$ cat src/source/memCtrl_config.svh
`ifndef MEM_CTRL_CONFIG_SVH
`define MEM_CTRL_CONFIG_SVH

// byte address into the shared RAM
`define MEM_ADDR_WIDTH 17

`define MEM_DATA_WIDTH 32
`define MEM_BYTE_WIDTH 8

// one byte per address
`define MEM_DEPTH (1 << `MEM_ADDR_WIDTH)

// instruction fetch is always one full word
`define MEM_FETCH_LEN 4

`endif

$ cat src/source/memPkg.sv
`default_nettype none

package memPkg;

    // what a granted request does on the RAM
    typedef enum logic [1:0] {
        ACCESS_FETCH = 2'd0,
        ACCESS_LOAD  = 2'd1,
        ACCESS_STORE = 2'd2
    } accessKind_e;

    // who currently holds the RAM
    typedef enum logic [1:0] {
        OWNER_NONE  = 2'd0,
        OWNER_DATA  = 2'd1,
        OWNER_FETCH = 2'd2
    } owner_e;

    // byte count, 1, 2 or 4
    typedef logic [2:0] accessLen_t;

    typedef enum logic {
        SEQ_IDLE = 1'b0,
        SEQ_BUSY = 1'b1
    } seqState_e;

endpackage

`default_nettype wire

$ cat src/source/memReqIf.sv
`default_nettype none

`include "memCtrl_config.svh"

interface memReqIf;

    import memPkg::*;

    // operands hold steady from start until done
    logic                       start;
    accessKind_e                kind;
    logic [`MEM_ADDR_WIDTH-1:0] addr;
    accessLen_t                 len;
    logic [`MEM_DATA_WIDTH-1:0] wdata;

    logic                       busy;
    logic                       done;
    // assembled load word, only meaningful with done
    logic [`MEM_DATA_WIDTH-1:0] rdata;

    modport arb (
        output start, kind, addr, len, wdata,
        input  busy, done, rdata
    );

    modport seq (
        input  start, kind, addr, len, wdata,
        output busy, done, rdata
    );

endinterface

`default_nettype wire

$ cat src/source/memArbiter.sv
`default_nettype none

`include "memCtrl_config.svh"

module memArbiter (
    input  logic                       clk,
    input  logic                       rst,
    input  logic                       i_stall,

    input  logic                       i_fetchEn,
    input  logic [`MEM_ADDR_WIDTH-1:0] i_fetchAddr,

    input  logic                       i_dataEn,
    input  memPkg::accessKind_e        i_dataKind,
    input  memPkg::accessLen_t         i_dataLen,
    input  logic [`MEM_ADDR_WIDTH-1:0] i_dataAddr,
    input  logic [`MEM_DATA_WIDTH-1:0] i_dataWdata,

    output logic                       o_fetchDone,
    output logic [`MEM_DATA_WIDTH-1:0] o_fetchInst,
    output logic                       o_dataDone,
    output logic [`MEM_DATA_WIDTH-1:0] o_dataRdata,
    output memPkg::owner_e             o_owner,

    memReqIf.arb                       req
);

    import memPkg::*;

    seqState_e state;
    owner_e    owner;
    logic      grant;

    // free RAM and an idle sequencer
    assign grant = !i_stall && state == SEQ_IDLE && !req.busy;

    always_ff @(posedge clk) begin
        if (rst) begin
            state     <= SEQ_IDLE;
            owner     <= OWNER_NONE;
            req.start <= 1'b0;
        end else if (!i_stall) begin
            req.start <= 1'b0;
            if (grant) begin
                // data side first
                if (i_dataEn) begin
                    req.start <= 1'b1;
                    state     <= SEQ_BUSY;
                    owner     <= OWNER_DATA;
                end else if (i_fetchEn) begin
                    req.start <= 1'b1;
                    state     <= SEQ_BUSY;
                    owner     <= OWNER_FETCH;
                end
            end else if (req.done) begin
                state <= SEQ_IDLE;
                owner <= OWNER_NONE;
            end
        end
    end

    // request operands latched at grant
    always_ff @(posedge clk) begin
        if (grant) begin
            if (i_dataEn) begin
                req.kind  <= i_dataKind;
                req.addr  <= i_dataAddr;
                req.len   <= i_dataLen;
                req.wdata <= i_dataWdata;
            end else if (i_fetchEn) begin
                req.kind  <= ACCESS_FETCH;
                req.addr  <= i_fetchAddr;
                req.len   <= accessLen_t'(`MEM_FETCH_LEN);
                req.wdata <= '0;
            end
        end
    end

    // completion goes back to whoever owns the RAM
    assign o_dataDone  = req.done && owner == OWNER_DATA;
    assign o_fetchDone = req.done && owner == OWNER_FETCH;

    assign o_dataRdata = (o_dataDone && req.kind == ACCESS_LOAD) ? req.rdata : '0;
    assign o_fetchInst = o_fetchDone ? req.rdata : '0;

    assign o_owner = owner;

endmodule

`default_nettype wire

$ cat src/flat_wrapper.sv
// flat-port wrapper written by rule: the top's interface ports become plain ports
module memArbiter_flat import memPkg::*;
  (clk, rst, i_stall, i_fetchEn, i_fetchAddr, i_dataEn, i_dataKind, i_dataLen, i_dataAddr, i_dataWdata, o_fetchDone, o_fetchInst, o_dataDone, o_dataRdata, o_owner, req_start, req_kind, req_addr, req_len, req_wdata, req_busy, req_done, req_rdata);
  memReqIf req_i ();
  input  logic clk;
  input  logic rst;
  input  logic i_stall;
  input  logic i_fetchEn;
  input  logic [`MEM_ADDR_WIDTH-1:0] i_fetchAddr;
  input  logic i_dataEn;
  input  memPkg::accessKind_e i_dataKind;
  input  memPkg::accessLen_t i_dataLen;
  input  logic [`MEM_ADDR_WIDTH-1:0] i_dataAddr;
  input  logic [`MEM_DATA_WIDTH-1:0] i_dataWdata;
  output logic o_fetchDone;
  output logic [`MEM_DATA_WIDTH-1:0] o_fetchInst;
  output logic o_dataDone;
  output logic [`MEM_DATA_WIDTH-1:0] o_dataRdata;
  output memPkg::owner_e o_owner;
  output wire logic [$bits(req_i.start)-1:0] req_start;
  output wire logic [$bits(req_i.kind)-1:0] req_kind;
  output wire logic [$bits(req_i.addr)-1:0] req_addr;
  output wire logic [$bits(req_i.len)-1:0] req_len;
  output wire logic [$bits(req_i.wdata)-1:0] req_wdata;
  input wire logic [$bits(req_i.busy)-1:0] req_busy;
  input wire logic [$bits(req_i.done)-1:0] req_done;
  input wire logic [$bits(req_i.rdata)-1:0] req_rdata;
  assign req_start = req_i.start;
  assign req_kind = req_i.kind;
  assign req_addr = req_i.addr;
  assign req_len = req_i.len;
  assign req_wdata = req_i.wdata;
  assign req_i.busy = req_busy;
  assign req_i.done = req_done;
  assign req_i.rdata = req_rdata;
  memArbiter u_core (.clk(clk), .rst(rst), .i_stall(i_stall), .i_fetchEn(i_fetchEn), .i_fetchAddr(i_fetchAddr), .i_dataEn(i_dataEn), .i_dataKind(i_dataKind), .i_dataLen(i_dataLen), .i_dataAddr(i_dataAddr), .i_dataWdata(i_dataWdata), .o_fetchDone(o_fetchDone), .o_fetchInst(o_fetchInst), .o_dataDone(o_dataDone), .o_dataRdata(o_dataRdata), .o_owner(o_owner), .req(req_i));
endmodule
$ cat config.mk
export PLATFORM = sky130hd
export DESIGN_NAME = memArbiter_flat
export DESIGN_NICKNAME = d
export VERILOG_FILES = /design/src/source/memPkg.sv /design/src/source/memReqIf.sv /design/src/source/memArbiter.sv /design/src/flat_wrapper.sv
export VERILOG_INCLUDE_DIRS = /design/src /design/src/source
export SDC_FILE = /design/constraint.sdc
export NUM_CORES = 1
export LEC_CHECK = 0
export ABC_AREA = 1
export ABC_CLOCK_PERIOD_IN_PS = 4000
export BUFFER_PORTS_ARGS = -buffer_cell sky130_fd_sc_hd__buf_2
export CORE_AREA = 3 3 89 91
export CTS_BUF_LIST = sky130_fd_sc_hd__clkbuf_8
export DETAILED_ROUTE_END_ITERATION = 10
export DIE_AREA = 0 0 92 94
export PLACE_DENSITY_LB_ADDON = 0.1
export SETUP_SLACK_MARGIN = 0.1
export SKIP_LAST_GASP = 1
export SLEW_MARGIN = 15
export SYNTH_ARGS = -nofsm -noshare
export SYNTH_HDL_FRONTEND = slang
export SYNTH_SLANG_ARGS = --single-unit
$ cat constraint.sdc
create_clock -name clk -period 4 [get_ports clk]
set_input_delay 0.8 -clock clk [delete_from_list [all_inputs] [get_ports clk]]
set_output_delay 0.8 -clock clk [all_outputs]
set_load 0.02 [all_outputs]
## Yosys cells after proc, flatten, opt, wreduce, memory -nomap -nowiden

Cells that the tools add are included.

| cells by class | value |
|---|---|
| add/sub/neg operators | 0 |
| $mul | 0 |
| divide/modulo/power cells | 0 |
| $lt $le $gt $ge | 0 |
| eq/ne operators | 4 |
| shift operators | 0 |
| mux-type cells | 21 |
| bitwise logic cells | 2 |
| reductions and logical operators | 11 |

Operators by type and width:

| operator | number |
|---|---|
| $mux W32 | 4 |
| $mux W17 | 2 |
| $mux W2 | 6 |
| $mux W1 | 7 |
| $mux W3 | 2 |
| $logic_and A1 B1 Y1 | 5 |
| $eq A2 B1 Y1 const B | 2 |
| $reduce_bool A2 Y1 | 2 |
| $ne A3 B3 Y1 const B | 1 |
| $reduce_and A3 Y1 | 1 |
| $eq A2 B2 Y1 const B | 1 |
| $logic_not A1 Y1 | 2 |
| $not A1 Y1 | 2 |
| $reduce_and A2 Y1 | 1 |

| storage, ports and cells | value |
|---|---|
| register bits | 58 |
| bits in latches | 0 |
| bits in writable memories | 0 |
| memory bits (read-only) | 0 |
| bits of input ports | 110 |
| output and inout port bits | 123 |
| logic and storage cells | 45 |
| memories kept | 0 |

## Depth between registers and ports, before layout

| depth | value |
|---|---|
| depth in word-level cells | 5 |
| mapped depth | 7 |
| mapped depth without buffers | 7 |

## Worst setup path before layout

OpenSTA, ideal clock, no wires.

| path | value |
|---|---|
| path type | input to register |
| from | input port i_dataEn |
| to | register u_core.req.addr[0], enable pin |
| library setup time | 0.408 ns |
| arrival | 2.278 ns |
| required time | 3.592 ns |
| slack | 1.313 ns |
| cell stages on the path | 5 |
| buffers on the path | 1 |
| cells stage by stage | buf_2 > inv_2 > nand2_1 > nand3_2 > inv_1 |

| on the way | value |
|---|---|
| cells in the longest elaborated chain, start to end | 2 |

Ends and longest elaborated chain:

| item | RTL line | RTL |
|---|---|---|
| start, declared | flat_wrapper.sv:10 | `input logic i_dataEn;` |
| $reduce_bool A2 Y1 (no source line) | - |  |
| $reduce_and A2 Y1 (no source line) | - |  |
| end signal, assigned | memArbiter.sv:67 | `req.addr <= i_dataAddr;` |
| end signal, assigned | memArbiter.sv:72 | `req.addr <= i_fetchAddr;` |
| end, declared | memReqIf.sv:22 | `output start, kind, addr, len, wdata,` |

No other way between the ends.
A chain may end at the register's enable or synchronous reset.

## Final worst setup path

| path | value |
|---|---|
| from | input port req_done |
| to | output port o_dataRdata[24] |

| on the way | value |
|---|---|
| cells in the longest elaborated chain, start to end | 3 |

Ends and longest elaborated chain:

| item | RTL line | RTL |
|---|---|---|
| start, declared | flat_wrapper.sv:26 | `input wire logic [$bits(req_i.done)-1:0] req_done;` |
| $logic_and A1 B1 Y1 | memArbiter.sv:80 | `assign o_dataDone = req.done && owner == OWNER_DATA;` |
| $logic_and A1 B1 Y1 | memArbiter.sv:83 | `assign o_dataRdata = (o_dataDone && req.kind == ACCESS_LOAD) ? req.rdata : '0;` |
| $mux W32 | memArbiter.sv:83 |  |
| end, declared | flat_wrapper.sv:18 | `` output logic [`MEM_DATA_WIDTH-1:0] o_dataRdata; `` |

No other way between the ends.

==> impl_metrics.ini <==
[timing]
worst_slew_pin_slew_ns = 0.741
max-slew-margin-rel = 0.505
slew_viol_final = 0
fin_crit_sh = 0.715
fin_crit_ns = 2.86
fmax_ghz = 0.350
tns_ns = 0
final-setup-viol-count = 0
hold_viol = 0
finalClockSkew_ns = 0.00801
rsz0062_at_grt = false

[power_and_ir_drop]
power_leakage_nw = 2.63
ir_drop_mv = 0.201
p_per_area_nw_per_um2 = 346

[global_route]
antenna_found_initial = 0
grt_pass1_vias = 2452
grt_usage = 0.183
overflow = 0
grt_pass1_wl_um = 12000
grt_max_degree = 55

[routing]
drt_first_pass_iters = 4
ant_nets = 0
viasPerCell = 4.09
wl_um = 8180
post_drt_wl_per_cell_um = 12.4
route.detailed.drc = 0
vias = 2694
drt_iter0_drc = 71

[die]
coreArea_um2 = 7210
num_rows = 31
die-area_um2 = 8650
die_y_um = 94
ios = 233
die_w_um = 92
start_util = 0.398

[clock_tree]
cts_tree = done
htreeDepth = 3
postCtsSetupBuffers = 0
ctsLongestPathBuffers = 2
clock-root-buffer = clkbuf_8
cts-buffers-inserted = 9
clkSlewWorstSetupHoldPaths_ns = 0.06
holdBufCountCts = 0
cts_resized = 0
clock_latency_ns = 0.33
clock_sinks = 58

[place]
port_buffers = 232
gp_congestion = 0.804
detailedPlacementHpwl_um = 6530
dpl_cell_area_um2 = 4090

[yosys]
syn-cell-area_um2 = 2870
synth_area_leaders = edfxtp_1 (57%), nand2_1 (12%), inv_1 (10%)
synth_nets = 433
syn_area_per_cell_um2 = 8.88
ys_warn_count = 0
yosysUniqueCellTypes = 18
netlist_instances = 323
yosys.area.top_type_share = 0.565
ys_seq_area_frac = 0.593
ys_ff_latch = 58
yosys.area.top_type = edfxtp_1

[worst_setup_path]
crit_fanout = 32
r2r_setup_slack_ns = 2.05
crit_path_end_kind = primary output
required_ns = 3.20
worstSetupStartpointType = input pin
arrival_ns = 2.06
critPathKind = in2out

[final_layout]
num-nets-final = 665
final_area_um2 = 4300
final_layout_size_suffix_gt1_frac = 0.509
diodes = 0
area_growth_syn_to_layout_pct = 49.8

[run_status]
status = completed

[min_path]
hp-class = reg2reg

[job]
drv_cap = 0
## flip-flops by register name, indices dropped and copies added (netlist names)
name	cells
u_core.o_owner	2
u_core.req.addr	17
u_core.req.kind	2
u_core.req.len	3
u_core.req.start	1
u_core.req.wdata	32
u_core.state	1
## final cells by class
| cell class | instances | area, µm² |
|---|---|---|
| Fill cell | 675 | 2920 |
| Inverter | 80 | 300 |
| Clock inverter | 7 | 85.1 |
| Sequential cell | 58 | 1700 |
| Multi-Input combinational cell | 172 | 788 |
| Timing Repair Buffer | 234 | 1180 |
| Clock buffer | 9 | 124 |
| Tap cell | 99 | 124 |
## cells in the mapped netlist
master / instances
a21oi_1: 3
buf_2: 10
buf_6: 3
dfxtp_1: 4
edfxtp_1: 54
inv_1: 79
inv_2: 1
nand2_1: 93
nand3_1: 3
nand3_2: 1
nand3b_4: 1
nor2_1: 37
nor2_2: 27
nor2_4: 3
nor3_4: 1
o21ai_0: 1
o21ai_1: 1
or2_2: 1
## worst paths after layout
path / from / endpoint / cells after the start
hold / removal: u_core.req.start / u_core.req.start / 2
setup / recovery: req_done / o_dataRdata[24] / 6
hold reg to reg: u_core.req.start / u_core.req.start / 2
setup reg to reg: u_core.state / u_core.req.addr[9] / 4
## routing by layer
layer  wire length [µm]  track usage  vias up
met5                  0            0        -
met4                221       0.0842        0
met1               2700        0.172     1122
met3               1010       0.0857       17
li1                   -            -     1413
met2               4260        0.336      142
## kinds of logic after synthesis
family                 after synthesis  synth area share
DFF                                 58             0.593
AOI/OAI and AO/OA                    5           0.00872
buffers and inverters               93             0.134
and+or+nand+nor                    167             0.264
## worst max-delay path, cell delays in order
cell and delay (ns):
buf_2 0.10, inv_1 0.09, nor3_4 0.17, nand3b_4 0.46
nor2_2 0.23, buf_2 0.19
## power breakdown
part | leakage [nW] | switching, mW | total (mW) | internal (mW)
clock | 0.108 | 0.224 | 0.568 | 0.344
sequential | 0.543 | 0.00742 | 0.702 | 0.695
combinational | 1.98 | 0.137 | 0.219 | 0.0820
total | 2.63 | 0.369 | 1.49 | 1.12
## through the flow
stage / power [mW] / util / hold slack [ns] / instances / setup WS [ns]
final: 1.49 / 0.596 / 0.460 / 659 / 1.14
after global routing: 1.55 / 0.596 / 0.492 / 659 / 1.04
after detailed placement: 0.937 / 0.566 / 0.456 / 643 / 0.947
after floorplan: 0.837 / - / 0.461 / 323 / 1.31
after global placement: 0.933 / 0.566 / 0.442 / 643 / 1.15
after CTS: 1.50 / 0.595 / 0.467 / 659 / 0.945
## placed cells by master, fill, tap and decap left out, drive strengths merged
cell / count
clkbuf: 9
nand3: 4
nor2: 67
nand2: 93
clkinvlp: 1
clkinv: 3
a21oi: 3
bufinv: 2
edfxtp: 54
o21ai: 2
or2: 1
nand3b: 1
nor3: 1
dfxtp: 4
inv: 81
buf: 234
Power figures use the tool's default switching activity.
