<file path="src/source/memCtrl_config.svh">
`ifndef MEM_CTRL_CONFIG_SVH
`define MEM_CTRL_CONFIG_SVH

// byte address into the shared RAM
`define MEM_ADDR_WIDTH 17

`define MEM_DATA_WIDTH 32
`define MEM_BYTE_WIDTH 8

// one byte per address
`define MEM_DEPTH (1 << `MEM_ADDR_WIDTH)

// instruction fetch is always one full word
`define MEM_FETCH_LEN 4

`endif

</file>
<file path="src/source/memPkg.sv">
`default_nettype none

package memPkg;

    // what a granted request does on the RAM
    typedef enum logic [1:0] {
        ACCESS_FETCH = 2'd0,
        ACCESS_LOAD  = 2'd1,
        ACCESS_STORE = 2'd2
    } accessKind_e;

    // who currently holds the RAM
    typedef enum logic [1:0] {
        OWNER_NONE  = 2'd0,
        OWNER_DATA  = 2'd1,
        OWNER_FETCH = 2'd2
    } owner_e;

    // byte count, 1, 2 or 4
    typedef logic [2:0] accessLen_t;

    typedef enum logic {
        SEQ_IDLE = 1'b0,
        SEQ_BUSY = 1'b1
    } seqState_e;

endpackage

`default_nettype wire

</file>
<file path="src/source/ramBusIf.sv">
`default_nettype none

`include "memCtrl_config.svh"

interface ramBusIf;

    logic                       en;
    logic                       we;
    logic [`MEM_ADDR_WIDTH-1:0] addr;
    logic [`MEM_BYTE_WIDTH-1:0] wdata;
    // one cycle after a read enable
    logic [`MEM_BYTE_WIDTH-1:0] rdata;

    modport seq (
        output en, we, addr, wdata,
        input  rdata
    );

    modport ram (
        input  en, we, addr, wdata,
        output rdata
    );

endinterface

`default_nettype wire

</file>
<file path="src/source/memReqIf.sv">
`default_nettype none

`include "memCtrl_config.svh"

interface memReqIf;

    import memPkg::*;

    // operands hold steady from start until done
    logic                       start;
    accessKind_e                kind;
    logic [`MEM_ADDR_WIDTH-1:0] addr;
    accessLen_t                 len;
    logic [`MEM_DATA_WIDTH-1:0] wdata;

    logic                       busy;
    logic                       done;
    // assembled load word, only meaningful with done
    logic [`MEM_DATA_WIDTH-1:0] rdata;

    modport arb (
        output start, kind, addr, len, wdata,
        input  busy, done, rdata
    );

    modport seq (
        input  start, kind, addr, len, wdata,
        output busy, done, rdata
    );

endinterface

`default_nettype wire

</file>
<file path="src/source/byteSequencer.sv">
`default_nettype none

`include "memCtrl_config.svh"

module byteSequencer (
    input  logic clk,
    input  logic rst,
    input  logic i_stall,
    memReqIf.seq req,
    ramBusIf.seq ram
);

    import memPkg::*;

    localparam int AddrW = `MEM_ADDR_WIDTH;
    localparam int ByteW = `MEM_BYTE_WIDTH;

    seqState_e                  state;
    logic [2:0]                 step;
    logic [1:0]                 prevLane;
    logic                       isStore;
    logic                       lastStep;
    logic                       issue;
    logic [`MEM_DATA_WIDTH-1:0] wordQ;
    logic [`MEM_DATA_WIDTH-1:0] word;

    assign isStore = req.kind == ACCESS_STORE;

    // lane of the byte now on the RAM read port
    assign prevLane = 2'(step - 3'd1);

    // loads need one extra step to catch the last byte
    always_comb begin
        if (isStore) begin
            lastStep = step == 3'(req.len - 3'd1);
        end else begin
            lastStep = step == req.len;
        end
    end

    assign issue = state == SEQ_BUSY && !i_stall && step < req.len;

    assign ram.en    = issue;
    assign ram.we    = issue && isStore;
    assign ram.addr  = req.addr + AddrW'(step);
    assign ram.wdata = req.wdata[step[1:0]*ByteW +: ByteW];

    always_ff @(posedge clk) begin
        if (rst) begin
            state <= SEQ_IDLE;
            step  <= 3'd0;
        end else if (!i_stall) begin
            case (state)
                SEQ_IDLE: begin
                    if (req.start) begin
                        state <= SEQ_BUSY;
                        step  <= 3'd0;
                    end
                end
                SEQ_BUSY: begin
                    if (lastStep) begin
                        state <= SEQ_IDLE;
                        step  <= 3'd0;
                    end else begin
                        step <= step + 3'd1;
                    end
                end
                default: begin
                    state <= SEQ_IDLE;
                end
            endcase
        end
    end

    // collected load bytes, cleared so short loads come back zero-filled
    always_ff @(posedge clk) begin
        if (!i_stall) begin
            if (state == SEQ_IDLE && req.start) begin
                wordQ <= '0;
            end else if (state == SEQ_BUSY && !isStore && step != 3'd0) begin
                wordQ[prevLane*ByteW +: ByteW] <= ram.rdata;
            end
        end
    end

    // last byte goes straight from the RAM into its lane
    always_comb begin
        word = wordQ;
        word[prevLane*ByteW +: ByteW] = ram.rdata;
    end

    assign req.busy  = state == SEQ_BUSY;
    assign req.done  = state == SEQ_BUSY && !i_stall && lastStep;
    assign req.rdata = word;

endmodule

`default_nettype wire

</file>
<file path="src/flat_wrapper.sv">
// flat-port wrapper written by rule: the top's interface ports become plain ports
module byteSequencer_flat import memPkg::*;
  (clk, rst, i_stall, req_start, req_kind, req_addr, req_len, req_wdata, req_busy, req_done, req_rdata, ram_en, ram_we, ram_addr, ram_wdata, ram_rdata);
  memReqIf req_i ();
  ramBusIf ram_i ();
  input  logic clk;
  input  logic rst;
  input  logic i_stall;
  input wire logic [$bits(req_i.start)-1:0] req_start;
  input wire logic [$bits(req_i.kind)-1:0] req_kind;
  input wire logic [$bits(req_i.addr)-1:0] req_addr;
  input wire logic [$bits(req_i.len)-1:0] req_len;
  input wire logic [$bits(req_i.wdata)-1:0] req_wdata;
  output wire logic [$bits(req_i.busy)-1:0] req_busy;
  output wire logic [$bits(req_i.done)-1:0] req_done;
  output wire logic [$bits(req_i.rdata)-1:0] req_rdata;
  output wire logic [$bits(ram_i.en)-1:0] ram_en;
  output wire logic [$bits(ram_i.we)-1:0] ram_we;
  output wire logic [$bits(ram_i.addr)-1:0] ram_addr;
  output wire logic [$bits(ram_i.wdata)-1:0] ram_wdata;
  input wire logic [$bits(ram_i.rdata)-1:0] ram_rdata;
  assign req_i.start = req_start;
  assign req_i.kind = req_kind;
  assign req_i.addr = req_addr;
  assign req_i.len = req_len;
  assign req_i.wdata = req_wdata;
  assign req_busy = req_i.busy;
  assign req_done = req_i.done;
  assign req_rdata = req_i.rdata;
  assign ram_en = ram_i.en;
  assign ram_we = ram_i.we;
  assign ram_addr = ram_i.addr;
  assign ram_wdata = ram_i.wdata;
  assign ram_i.rdata = ram_rdata;
  byteSequencer u_core (.clk(clk), .rst(rst), .i_stall(i_stall), .req(req_i), .ram(ram_i));
endmodule
</file>
<file path="config.mk">
export PLATFORM = sky130hd
export DESIGN_NAME = byteSequencer_flat
export DESIGN_NICKNAME = d
export VERILOG_FILES = /design/src/source/memPkg.sv /design/src/source/ramBusIf.sv /design/src/source/memReqIf.sv /design/src/source/byteSequencer.sv /design/src/flat_wrapper.sv
export VERILOG_INCLUDE_DIRS = /design/src /design/src/source
export SDC_FILE = /design/constraint.sdc
export NUM_CORES = 1
export LEC_CHECK = 0
export BUFFER_PORTS_ARGS = -buffer_cell sky130_fd_sc_hd__buf_2
export CAP_MARGIN = 20
export CORE_MARGIN = 1
export CORE_UTILIZATION = 50
export DETAILED_ROUTE_END_ITERATION = 8
export PLACE_DENSITY = 0.95
export SLEW_MARGIN = 40
export SYNTH_ARGS = -nofsm -noshare
export SYNTH_HDL_FRONTEND = slang
export SYNTH_SLANG_ARGS = --single-unit
</file>
<file path="constraint.sdc">
create_clock -name clk -period 7.3 [get_ports clk]
set_clock_uncertainty 0.05 [all_clocks]
set_input_delay 1.46 -clock clk [delete_from_list [all_inputs] [get_ports clk]]
set_output_delay 1.46 -clock clk [all_outputs]
set_load 0.03 [all_outputs]
</file>
### Word level (Yosys, flattened, before mapping)

Cells that the tools add are included.

| storage, ports and cells | value |
|---|---|
| bits in registers | 36 |
| word-level logic and storage cells | 40 |
| output and inout bits | 61 |
| input port bits | 66 |

| cells by class | value |
|---|---|
| multiplexer cells | 9 |
| $lt $le $gt $ge | 1 |
| bitwise gates (word level) | 2 |
| shift-type cells | 3 |
| reductions and logical operators | 13 |
| eq/ne operators | 4 |
| add/subtract/negate cells | 5 |

Operators with widths:

| operator | count |
|---|---|
| negation 5 -> 34 bit | 1 |
| variable shift 8 x 34 -> 32 bit (first input constant) | 1 |
| variable part select 8 x 34 -> 32 bit | 1 |
| bitwise mux 32 bit | 1 |
| two-way mux 32 bit | 1 |
| variable part select 32 x 6 -> 8 bit | 1 |
| adder 17 x 3 -> 17 bit | 1 |
| logical AND 1 bit | 7 |
| equality test 3 bit | 2 |
| two-way mux 3 bit | 2 |
| one-hot mux 3 bit (2 select lines) | 1 |
| AND reduction 2 bit | 2 |
| adder 3 x 1 -> 3 bit (second input constant) | 1 |
| less-than comparator 3 bit | 1 |
| two-way mux 1 bit | 3 |
| nonzero test 3 bit | 1 |
| subtractor 3 x 1 -> 3 bit (second input constant) | 1 |
| equality test 2 bit (second input constant) | 1 |
| zero test 1 bit | 2 |
| inequality test 2 bit (second input constant) | 1 |
| inverter 1 bit | 2 |
| one-hot mux 1 bit (2 select lines) | 1 |
| nonzero test 2 bit | 1 |
| subtractor 2 x 1 -> 2 bit (second input constant) | 1 |

### Logic depth before layout (Yosys ltp)

| depth | value |
|---|---|
| depth after elaboration | 6 |
| mapped depth | 8 |
| mapped depth without buffers | 7 |

### Least setup slack after synthesis

Ideal clock, no wire load.

| path | value |
|---|---|
| path type | in2out |
| start point | in req_len[1] |
| end point | out ram_we |
| setup slack | 2102 ps |
| data required time | 5790 ps |
| buffers on the path | 0 |
| cell stages on the path | 6 |
| arrival | 3688 ps |
| path through | inv_1 > ha_1 > nor2b_1 > o21ai_0 > nor4b_1 > nor2b_1 |

| between the ends | value |
|---|---|
| cells in the longest elaborated chain, start to end | 3 |

RTL lines:

| element | RTL line | text |
|---|---|---|
| start, declared | flat_wrapper.sv:12 | `input wire logic [$bits(req_i.len)-1:0] req_len;` |
| less-than comparator 3 bit | byteSequencer.sv:41 | `assign issue = state == SEQ_BUSY && !i_stall && step < req.len;` |
| logical AND 1 bit | byteSequencer.sv:41 |  |
| via ram_en | flat_wrapper.sv:17 | `output wire logic [$bits(ram_i.en)-1:0] ram_en;` |
| logical AND 1 bit | byteSequencer.sv:44 | `assign ram.we = issue && isStore;` |
| end, declared | flat_wrapper.sv:18 | `output wire logic [$bits(ram_i.we)-1:0] ram_we;` |

The timed path passes the listed nets, and every way through them passes these cells.

### Worst setup path after layout

| path | value |
|---|---|
| start point | in req_len[0] |
| end point | out req_done |

| between the ends | value |
|---|---|
| cells in the longest elaborated chain, start to end | 4 |
| elaborated cells on any way between the ends | 5 |
| classes of those cells | 1 x add/sub; 2 x eq/ne; 1 x mux; 1 x reduce/logical |

RTL lines:

| element | RTL line | text |
|---|---|---|
| subtractor 3 x 1 -> 3 bit | byteSequencer.sv:35 | `lastStep = step == 3'(req.len - 3'd1);` |
| equality test 3 bit | byteSequencer.sv:35 |  |
| two-way mux 1 bit (*) | byteSequencer.sv:34 | `if (isStore) begin` |
| logical AND 1 bit (*) | byteSequencer.sv:93 | `assign req.done = state == SEQ_BUSY && !i_stall && lastStep;` |
| end, declared | flat_wrapper.sv:15 | `output wire logic [$bits(req_i.done)-1:0] req_done;` |

Mark *: on every way between the ends. The rest lies on a longest branch, timed or not.

==> impl_results.md <==
- Max-slew violation count: 0
- CTS tree: built
- Worst slew pin tran: just over 700 ps
- Clock buffer depth: 2
- Post-CTS Setup Repair Bufs: 0
- Share of layout cells above drive strength 1: roughly 37%
- Synth Area per Inst: around 9.4 um^2
- Post-CTS Hold Buffers: 0
- #FFs+latches synth: 36
- Non-Filler Instances: roughly 480
- Cell with the most instances after synthesis: nand2_1
- Post-DP HPWL: roughly 5400 um
- Worst setup path end: req_done
- Vias: 2570
- Initial Util: 51.92%
- Critical R2R Capture: u_core.wordQ[20]
- Die ar.: about 5600 um^2
- Power per cell area: 161.3 nW/um^2
- Worst setup SP type: input port
- Initial drt markers: 159
- Endpoint class of the critical path: output pin
- Largest net degree at the start of global routing: 27
- Design area: 3418 um^2
- Post-synth top area cell: edfxtp_1
- Ys flop type: edfxtp_1
- Worst Path Required: ~5800 ps
- DRC viols: 0
- FP Rows: 26
- Ports: 127
- I/O Buffers: roughly 130
- Lkg Pwr: between 0.0015 and 0.002 uW
- Synth warn: 0
- Hold Crit Class: flip-flop to flip-flop
- Global-route wire length before repair: 10560 um
- Worst EP arrival: 3220 ps
- Initial antenna violation count: 0
- Grt total ovfl: 0
- Yosys top cell area share: 36.47%
- Final net count: just under 500
- Worst setup margin: about 2600 ps
- Asr flop ratio synth: 0%
- Netlist cell types: 35
- Hold Vio Cnt, Final: 0
- Largest stage delay, worst path: 610 ps
- FF-to-FF path depth: 6
- Clock transition at the registers of the reported paths: approximately 70 ps
- Slew HR: ~51%
- Crit-path slowest cell: or4_1
- Post-synthesis sequential area ratio: 39.51%
- Final setup fails: 0
- Fin Setup TNS: 0 ps
- Fmax: 0.2115 GHz
- Vias in the first global route: 2296
- Peak supply drop: between 0.09 and 0.1 mV
- Most frequent CP cell: buf_2
- Via-per-instance ratio: around 5.4
- Worst-path fanout max: 6
- Status: finished, final reports clean
- Post-Place Setup Slack: between 2000 and 3000 ps
- Root Driver: clkbuf_8
- Post-synth EDFFs: 32
- Critical path, cell by cell: buf_2 > inv_1 > ha_1 > xor3_1 > or4_1 > a211oi_2 > buf_2
- # resized after CTS: 0
- GP Congestion: slightly below 0.8
- Setup CP Type: input port to output pin
- Syn_nets: around 360
- Antenna Violating Nets Remaining: 0
- Post-DR wirelength/cell: 14.65 um
- Die height: ~75 um
- Die Wd: 74.60 um
- Drt total wl: 6973 um
- Syn Inst Count: roughly 280
- Drt first pass iters: 4
- Commonest cells in the netlist: nand2_1 (51), inv_1 (35), edfxtp_1 (32)
- Clk Latency, worst-skew pair: between 200 and 300 ps
- Number of max-cap violations: 0
- Tot GR Track Use: 25.28%
- Mapped Area: around 2600 um^2
- Clock Sinks: 36
- Period utilization: between 60% and 70%
- Diode count: 0
- Cells after DPL: about 470
- Reg2reg start: u_core.step[1]
- Cts bufs inserted: 5
- Largest cells by area after synthesis: edfxtp_1 (36%), nand2_1 (7.3%), mux4_2 (6.8%)
- Core ar.: slightly above 5000 um^2
- Minimum clock period: 4727 ps
- DP Area: ~3300 um^2
- R2R Setup Slk: between 4000 and 5000 ps
- H-tree levels: 2
- Crit. Startpoint: req_len[0]
- RSZ-0062 raised after global routing: false
- Area growth, synth to finish: 29.72%
## placed cells by master, fill, tap and decap left out, types with 8 or more instances in the layout
cell type | Yosys | final
ha_1 | 13 | 13
buf_2 | 2 | 126
o21ai_0 | 25 | 25
nand2b_1 | 11 | 11
a21oi_1 | 13 | 13
mux4_2 | 8 | 8
edfxtp_1 | 32 | 32
a21boi_0 | 23 | 23
nand2_1 | 51 | 51
xnor2_1 | 10 | 10
inv_1 | 35 | 35
## worst min-delay path by stage
stage / startpoint / endpoint / slack (ps) / depth (start not counted)
finish: u_core.step[2] / u_core.step[2] / 550 / 2
global route: u_core.step[2] / u_core.step[2] / 560 / 2
CTS: u_core.step[2] / u_core.step[2] / 550 / 2
detailed placement: u_core.step[2] / u_core.step[2] / 540 / 2
global placement: u_core.step[2] / u_core.step[2] / 500 / 2
floorplan: u_core.step[2] / u_core.step[2] / 450 / 2
## metal layers
metal  global-route usage [%]  vias up  part of all wire, %
met5                        0        -                    0
li1                         -     1234                    -
met1                    31.26     1226                   41
met4                    7.128        0                  1.1
met2                    45.35      103                   52
met3                    4.201        7                  6.0
## worst max-delay path: cells and delay by family
family                   cells  cell delay [ps]
buffers and inverters        3              360
adder cells (fa/ha/maj)      1              200
AND/OR/NAND/NOR              1              610
XOR/XNOR                     1              340
AO/OA/AOI/OAI                1              240
## flip-flops by register name, indices dropped and copies added (netlist names)
name	flops
u_core.step	3
u_core.wordQ	32
u_core.req.busy	1
## cell families (layout without fill, tap and decap cells)
| kind of cell | after synthesis | after routing | synth area share, % |
|---|---|---|---|
| adders and majority gates | 14 | 14 | 6.933 |
| AOI/OAI and AO/OA | 67 | 67 | 15.62 |
| DFF | 36 | 36 | 39.51 |
| buffers and inverters | 45 | 170 | 6.505 |
| muxes | 9 | 9 | 7.217 |
| xor gates and xnor gates | 17 | 17 | 6.220 |
| and+or+nand+nor | 93 | 93 | 18.00 |
## through the flow
step / total power, uW / utilization [%] / hold slack [ps]
final: 551.5 / 67.36 / 551.7
after global routing: 575.3 / 67.36 / 561.2
after CTS: 552.8 / 67.23 / 551.5
after detailed placement: 418.0 / 65.61 / 542.3
after global placement: 412.6 / 65.48 / 499.8
after floorplan: 357.8 / - / 449.6
## where the power goes
group | internal (uW) | switching (uW) | leakage, uW | total (uW)
Clock | 64.7 | 72.4 | 0.0000453 | 137
Combinational | 56.7 | 112 | 0.00119 | 168
Sequential | 240 | 5.73 | 0.000337 | 246
## cell type report
class / instances / area [um^2]
Clock buffer: 5 / 68.82
Sequential cell: 36 / 1042
Timing Repair Buffer: 127 / 638.1
Tap cell: 70 / 87.58
Multi-Input combinational cell: 200 / 1436
Fill cell: 427 / 1657
Inverter: 35 / 131.4
Clock inverter: 3 / 13.76
Power figures use the tool's default switching activity.
